$ cat config.mk
export PLATFORM = sky130hd
export DESIGN_NAME = hex_digit_decoder
export DESIGN_NICKNAME = d
export VERILOG_FILES = /design/src/hex_digit_decoder.sv
export SDC_FILE = /design/constraint.sdc
export NUM_CORES = 1
export LEC_CHECK = 0
export BUFFER_PORTS_ARGS = -buffer_cell sky130_fd_sc_hd__buf_2
export CORE_AREA = 4 4 41 43
export DETAILED_ROUTE_END_ITERATION = 8
export DIE_AREA = 0 0 45 47
export GPL_ROUTABILITY_DRIVEN = 0
export SLEW_MARGIN = 20
export SYNTH_ARGS = -nofsm -noshare
export SYNTH_HDL_FRONTEND = slang
export SYNTH_SLANG_ARGS = --single-unit
$ cat constraint.sdc
create_clock -name vclk -period 2
set_input_delay 0.5 -clock vclk [all_inputs]
set_output_delay 0.5 -clock vclk [all_outputs]
set_load 0.03 [all_outputs]
$ cat src/hex_digit_decoder.sv
`timescale 1ns/100ps
`default_nettype none

module hex_digit_decoder (
  input  logic [3:0] nibble,
  output logic [7:0] segments
);

  // segment bits {dp, g, f, e, d, c, b, a}, lit when high
  logic [6:0] seg_gfedcba;

  always_comb begin
    case (nibble)
      4'h0:    seg_gfedcba = 7'b0111111;
      4'h1:    seg_gfedcba = 7'b0000110;
      4'h2:    seg_gfedcba = 7'b1011011;
      4'h3:    seg_gfedcba = 7'b1001111;
      4'h4:    seg_gfedcba = 7'b1100110;
      4'h5:    seg_gfedcba = 7'b1101101;
      4'h6:    seg_gfedcba = 7'b1111101;
      4'h7:    seg_gfedcba = 7'b0000111;
      4'h8:    seg_gfedcba = 7'b1111111;
      4'h9:    seg_gfedcba = 7'b1101111;
      4'hA:    seg_gfedcba = 7'b1110111;
      // lower case b and d
      4'hB:    seg_gfedcba = 7'b1111100;
      4'hC:    seg_gfedcba = 7'b0111001;
      4'hD:    seg_gfedcba = 7'b1011110;
      4'hE:    seg_gfedcba = 7'b1111001;
      default: seg_gfedcba = 7'b1110001;
    endcase
  end

  // decimal point stays dark
  assign segments = {1'b0, seg_gfedcba};

endmodule

`default_nettype wire

==> reports/summary.txt <==
status: complete, but fails checks
violated checks: negative setup slack
Max IR drop VDD: 0.0901 mV
NetSw: 0.0700 mW
Mapped Cells: 35
Worst EP required: 1.50 ns
grt met2 use: 13.3%
initial cell density of the core: 23.0%
Mapped Avg Cell Area: 8.54 sq um
sequential share of power: 0%
worst-case hold path end point: segments[5]
pwr dens: 248 mW/mm^2
Ys Warns: 0
mux cell area share after synthesis: 26.8%
drt total wl: 741 um
worst-path fanout max: 4
post-synthesis xor/xnor area fraction: 0%
routed len/inst: 11.2 um
syn_nets: 46
Post-layout nets: 64
# placed instances: 66
Final WS setup: -0.00478 ns
final setup vio count: 1
Hold Fails Final Rpt: 0
RSZ-0062 raised after global routing: yes
Crit-path slowest cell: mux4_2
post-synthesis cell type count: 19
Post-DRT Antenna Nets: 0
grt peak-use layer: met2
WP data arrival: 1.50 ns
Synth Area in Adders: 29.3%
total power: 0.133 mW
die width: 45 um
Layout area overhead: 79.5%
Int Pwr: 0.0634 mW
cell area after layout: 537 sq um
n_diodes: 0
CP Cell Sequence: buf_8, inv_6, ha_4, mux4_2, buf_6
DR vias: 299
Synth Area in Simple Gates: 13.8%
CP top delay family: multiplexers
Lkg Pwr: 0.227 nW
vias in the first global route: 248
met1 Usage GRT: 9.48%
Comb pwr share: 100.0%
Crit Path Class: in -> out
Synth Cell Area: 299 sq um
num ports: 12
largest net degree at the start of global routing: 13
initial drt markers: 0
GRT Util Overall: 7.09%
CP Buf/Inv Count: 3
Switching Fraction: 52.5%
number of remaining DRC errors: 0
clock share of power: 0%
clkbuf count: 0
hold path depth: 3
register area: 0 sq um
Die Height: 47 um
core area: 0.00130 sq mm
Fmax: 499 MHz
max-slew violation count: 0
vias per cell: 4.53
most frequent cells in the layout: 6 x buf_2, 6 x buf_4, 5 x buf_6
total gr overflow: 0
TritonRoute pass-1 iters: 1
post-place setup slack: -0.162 ns
placed cell area: 413 sq um
seq_cells: 0
port buffer count: 11
initial antenna violation count: 0
Die ar.: 0.00212 sq mm
first-pass GRT wire length: 1160 um
largest family of logic cells by synthesized area: adder cells
Synth Area in Compound Gates: 14.6%
FILL cells: 136
standard-cell rows: 13
GR Layer Usage met3: 0.383%
final HPWL from detailed placement: 541 um
worst min-delay path category: in -> out
slowest stage delay, CP: 0.46 ns
CP Capture Type: output port
share of cells above drive strength 1: 68.6%
Final Cycle Share: 100%
Hold Startpoint: nibble[2]
Startpoint Class: input port
Max Cap Viol: 0
sequential fraction of the synthesis area: 0%
post-route insts no fill: 66
min Tclk post-route: 2.00 ns
[routing by layer]
| layer | up-vias | part of all wire [%] | wire, um |
|---|---|---|---|
| met5 | - | 0 | 0 |
| met3 | 0 | 6.3 | 47 |
| met1 | 138 | 44 | 325 |
| met4 | 0 | 0 | 0 |
| met2 | 7 | 50 | 368 |
| li1 | 154 | - | - |
[cell usage after synthesis (all sizes together)]
cell type  number  area [sq um]
nand2b          1          6.26
mux2i           2          20.0
nand2           1          3.75
o31a            1          10.0
ha              7          87.6
o32a            1          10.0
buf             3          23.8
nand3b          1          7.51
or2b            1          7.51
inv             5          18.8
nor2b           1          6.26
conb            1          3.75
mux4            1          26.3
a31o            1          8.76
a21oi           3          15.0
nor3            2          10.0
mux2            3          33.8
[logic make-up (layout without fill, tap and decap cells)]
| group | Yosys count | after routing |
|---|---|---|
| adders and majority gates | 7 | 7 |
| AOI/OAI and AO/OA | 6 | 6 |
| muxes | 6 | 6 |
| other | 1 | 1 |
| buffers and inverters | 8 | 24 |
| and+or+nand+nor | 7 | 7 |
[worst min-delay path: stages]
cell and delay [ns]:
buf_2 0.25, a21oi_2 0.08, buf_2 0.17
[metrics by stage]
stage               hold slack [ns]  setup TNS, ns  util (%)
floorplan                      1.23              0         -
global placement               1.46         -0.401      31.7
detailed placement             1.47         -0.485      31.7
CTS                            1.47      -0.000274      38.7
global route                   1.52        -0.0293      41.3
finish                         1.49       -0.00478      41.3
[power groups by stage]
stage	Sequential (mW)	Combinational (mW)	Clock (mW)
3_3_place_gp	0	0.105	0
3_5_place_dp	0	0.106	0
5_1_grt	0	0.144	0
6_report	0	0.133	0
4_1_cts	0	0.128	0
2_1_floorplan	0	0.0734	0
[what timing repair did]
item / in CTS / in global routing
setup buffers: 0 / 1
pin swaps: 3 / 2
resized for setup: 26 / 6
endpoints found under the setup margin: 6 / 3
endpoints found under the hold margin: 0 / 0
hold buffers: 0 / 0
[how the worst max path moves through the flow]
stage / start / to / slack [ns] / cells past startpoint
floorplan: nibble[0] / segments[3] / 0.08 / 3
global placement: nibble[0] / segments[3] / -0.15 / 5
detailed placement: nibble[1] / segments[3] / -0.16 / 6
CTS: nibble[1] / segments[3] / -0.0003 / 5
global route: nibble[0] / segments[3] / -0.02 / 5
finish: nibble[1] / segments[3] / -0.005 / 5
[layout make-up]
| class | count | area [sq um] | area share, % |
|---|---|---|---|
| inverters | 5 | 28.8 | 5.36 |
| multi-input cells | 27 | 323 | 60.1 |
| well taps | 15 | 18.8 | 3.50 |
| repair buffers | 19 | 166 | 31.0 |
Note: power is estimated with default switching activity, not from simulation.
