$ cat src/touch_irq_filter.sv
`timescale 1ns/100ps
`default_nettype none

module touch_irq_filter #(
  parameter int DEBOUNCE_CYCLES = 16
) (
  input  logic hwclk,
  input  logic reset,
  input  logic irq_n,
  output logic touch_pulse
);

  localparam int HOLD_W = $clog2(DEBOUNCE_CYCLES + 1);

  // two-flop synchronizer, idles high
  logic [1:0]        irq_sync;
  // previous synchronized level for edge detect
  logic              irq_prev;
  logic              irq_fall;
  // hold-off counter, nonzero blocks new pulses
  logic [HOLD_W-1:0] hold_cnt;

  assign irq_fall = irq_prev && !irq_sync[1];

  always_ff @(posedge hwclk, posedge reset) begin
    if (reset) begin
      irq_sync    <= 2'b11;
      irq_prev    <= 1'b1;
      hold_cnt    <= '0;
      touch_pulse <= 1'b0;
    end else begin
      irq_sync <= {irq_sync[0], irq_n};
      irq_prev <= irq_sync[1];
      // accept a fall only once the hold-off has run out
      if (irq_fall && hold_cnt == '0) begin
        touch_pulse <= 1'b1;
        hold_cnt    <= HOLD_W'(DEBOUNCE_CYCLES);
      end else begin
        touch_pulse <= 1'b0;
        if (hold_cnt != '0) begin
          hold_cnt <= hold_cnt - 1'b1;
        end
      end
    end
  end

endmodule

`default_nettype wire

$ cat config.mk
export PLATFORM = sky130hd
export DESIGN_NAME = touch_irq_filter
export DESIGN_NICKNAME = d
export VERILOG_FILES = /design/src/touch_irq_filter.sv
export SDC_FILE = /design/constraint.sdc
export NUM_CORES = 1
export LEC_CHECK = 0
export BUFFER_PORTS_ARGS = -buffer_cell sky130_fd_sc_hd__buf_4
export CAP_MARGIN = 20
export CORE_AREA = 2 2 39 41
export DETAILED_ROUTE_END_ITERATION = 8
export DIE_AREA = 0 0 41 43
export GPL_ROUTABILITY_DRIVEN = 0
export PLACE_DENSITY = 0.53
export SLEW_MARGIN = 20
export SYNTH_ARGS = -nofsm -noshare
export SYNTH_HDL_FRONTEND = slang
export SYNTH_SLANG_ARGS = --single-unit
$ cat constraint.sdc
create_clock -name hwclk -period 3.2 [get_ports hwclk]
set_clock_uncertainty 0.05 [all_clocks]
set_input_delay 0.96 -clock hwclk [delete_from_list [all_inputs] [get_ports hwclk]]
set_output_delay 0.96 -clock hwclk [all_outputs]
set_load 0.02 [all_outputs]
==> out/summary.md <==
Relative contribution of the clock network to total power: 22.0%. In this run the remaining antenna-violating nets after routing total 0. The floorplan step defined a die boundary enclosing 1763 µm².

The initial core utilization came out at 26.49%. Critical path's slowest cell: dfrtp_1. The source-to-sink clock delay at the later pin of the worst-skew pair was 0.25 ns. Setup repair after global routing left no endpoint under its margin. Across all register-to-register paths, the minimum setup slack is 1.79 ns. Summed over all layers, the global routing overflow is 0.

Headroom to the max-slew limit came out at 78.66%. Across the VDD grid, the largest voltage drop is 0.0002586 V. The first routing iteration left 2 violations. The tools report the global-route wire length before repair as 848 µm.

The logs give 51.0% for the share of total power in sequential cells and 465 µm for the detailed-route wire length. The die is 41 µm wide. The critical path is of the reg2out type. The post-cts resize count was 0; the total global routing track utilization was 7.739%. STA classifies the critical path startpoint as a flip-flop. The number of cells in the design after placement came out at 48. The synthesized area per cell works out to 12.64 µm².

For the number of buffers inserted to repair setup after CTS, the log shows 0. The average vias per placed instance was 4.346. The count of input and output buffers works out to 3. Instance count of the mapped netlist: 29. The run gives 226 as the number of vias after detailed routing. The clock edge transition at the registers on the reported setup and hold paths is 0.06 ns, and the cell row count is 14.

The signal on the critical path passes through buf_4. The fraction of final layout cells with drive strength greater than 1 is 30.56%, and the total power is 374.0 µW. The sequential cell area fraction in the yosys report was 62.46%; the number of distinct library cells after synthesis was 16. In this run, the combinational gates consume 27.1% of the power. Nature of the critical path endpoint: an output port. In this run, CTS created clock tree buffers numbering 3. Final-stage net count: 41. The library cell used most frequently in the layout, excluding fill and tap cells, is dfrtp_1. Across the run, the number of max-cap violations was 0. The area of the core is 1384 µm², and the count of pins on the block boundary is 4. The run gives 210 µm as the met1 routed wirelength after detailed routing. The top cell types in the final layout, fill and taps aside, are 6 x dfrtp_1, 4 x inv_1, 3 x clkbuf_4, 3 x buf_4, 3 x dfstp_2. Hold is met by 0.3060 ns.

The synthesized netlist occupies a cell area of 366.6 µm². In this run the power density over the cells is 859.0 nW/µm². During synthesis, Yosys emitted a total of 0 warnings. The highest metal layer with signal wires was met4.

Cell type group with the largest total delay on the critical path: flip-flops. The run gives 118.1 µW as the power spent charging and discharging nets. The highest net fanout along the worst path works out to 1.

The stage delay of the slowest cell on the critical path was 0.36 ns. The met2 wirelength from detailed routing was 232 µm. STA puts the critical path data required time at 2.19 ns. After the flow finishes, the layout carries non-filler instances totaling 52. The first detailed-routing pass took 2 iterations. Shortest period the worst path allows: 1.774 ns. The combined buffer and inverter count along the critical path is 1, and the count of endpoints failing setup in the final report is 0. Hold repair after CTS inserted 0 buffers. At the pin with the least slew margin, the transition time is 0.3187 ns.

The synthesized design contains 9 register bits. Count of H-tree levels built during CTS: 1. The number of hold violations in the final report was 0.

For the max-slew violation count, the log shows 0. The run gives 10 as the pin count of the biggest net entering global routing. The cell at the root of the clock tree was clkbuf_4.

The run finished with clean final reports. Measured along the y axis, the die boundary spans 43 µm. TritonCTS built the clock tree. Clock tree synthesis found a total of 9 sinks. The area growth from synthesis to layout is 18.77%. The remaining routing DRC violations is 0. The logs give 15 µm for the length of routed met3 wiring and 563.7 MHz for the fmax. The count of inserted antenna diode cells is 0, and the fraction of the core area covered by cells at the end of the flow is 31.46%. Number of antenna violations at the first check in global routing: 0. After layout, the worst path uses 55.44% of the clock period. The via count of the first global-routing pass was 222. The number of nets handed over by synthesis was 33. Net switching is 31.57% of the power.

In the final routed layout, each cell accounts on average for 8.942 µm. The total negative slack for setup checks was 0 ns; the data arrival time of the worst path was 0.76 ns. The worst hold path belongs to the class reg2reg. The reported leakage power is 0.2059 nW. Internal power comes to 255.9 µW. The maximum root-to-sink buffer count was 2.
[cells by family after synthesis]
family / share of synthesized area [%]
fa+ha+maj: 3.412
mux: 5.802
flops: 62.46
buf+inv: 4.094
simple gates: 18.09
compound gates: 6.143
[per-layer routing]
metal	up-vias	GRT usage (%)
met4	0	8.000
met3	2	3.141
met1	109	9.428
li1	111	-
met5	-	0
met2	4	9.375
[Yosys cell counts]
| library cell | n | area share [%] |
|---|---|---|
| inv_1 | 4 | 4.1 |
| nand2b_1 | 2 | 3.4 |
| nor4b_4 | 1 | 6.5 |
| nand3_1 | 2 | 2.7 |
| nor3_1 | 1 | 1.4 |
| a21oi_1 | 1 | 1.4 |
| a21o_1 | 1 | 2.0 |
| ha_1 | 1 | 3.4 |
| dfstp_2 | 3 | 22 |
| nor2_1 | 1 | 1.0 |
| mux2i_1 | 1 | 2.7 |
| o21ai_0 | 2 | 2.7 |
| dfrtp_1 | 6 | 41 |
| and2b_1 | 1 | 2.0 |
| nand2_1 | 1 | 1.0 |
| mux2_2 | 1 | 3.1 |
[power by group through the flow]
stage | sequential (mW) | clock, mW | combinational [mW]
2_1_floorplan | 0.186 | 0 | 0.0849
3_3_place_gp | 0.190 | 0 | 0.0987
3_5_place_dp | 0.192 | 0 | 0.102
4_1_cts | 0.191 | 0.0868 | 0.103
5_1_grt | 0.197 | 0.0959 | 0.119
6_report | 0.191 | 0.0822 | 0.101
[path summary, 6_finish.rpt]
| path | cells after the start | from | to |
|---|---|---|---|
| worst min-delay path | 0 | irq_sync[0]$_DFF_PP1_ | irq_sync[1]$_DFF_PP1_ |
| min in group asynchronous | 2 | reset | hold_cnt[4]$_DFFE_PP0P_ |
| max in group asynchronous | 2 | reset | irq_sync[0]$_DFF_PP1_ |
| worst min register to register | 0 | irq_sync[0]$_DFF_PP1_ | irq_sync[1]$_DFF_PP1_ |
| worst max-delay path | 1 | touch_pulse$_DFF_PP0_ | touch_pulse |
| worst max register to register | 5 | hold_cnt[0]$_DFFE_PP0P_ | hold_cnt[2]$_DFFE_PP0P_ |
[stage by stage]
stage | area [µm²] | worst slack, ns
floorplan | 366.6 | 1.774
global placement | 409.1 | 1.705
detailed placement | 409.1 | 1.693
CTS | 435.4 | 1.413
global route | 435.4 | 1.377
finish | 435.4 | 1.426
[sequential cells by signal, summed over array words and instances (netlist names)]
register / cells
hold_cnt: 5
irq_sync: 2
irq_prev: 1
touch_pulse: 1
[layout make-up]
cell class	instances	area, µm²
well taps	16	20.02
fillers	140	948.4
repair buffers	3	22.52
flip-flops and latches	9	229.0
clock buffers	4	26.28
inverters	4	15.01
multi-input cells	16	122.6
(Power assumes the default switching activity.)
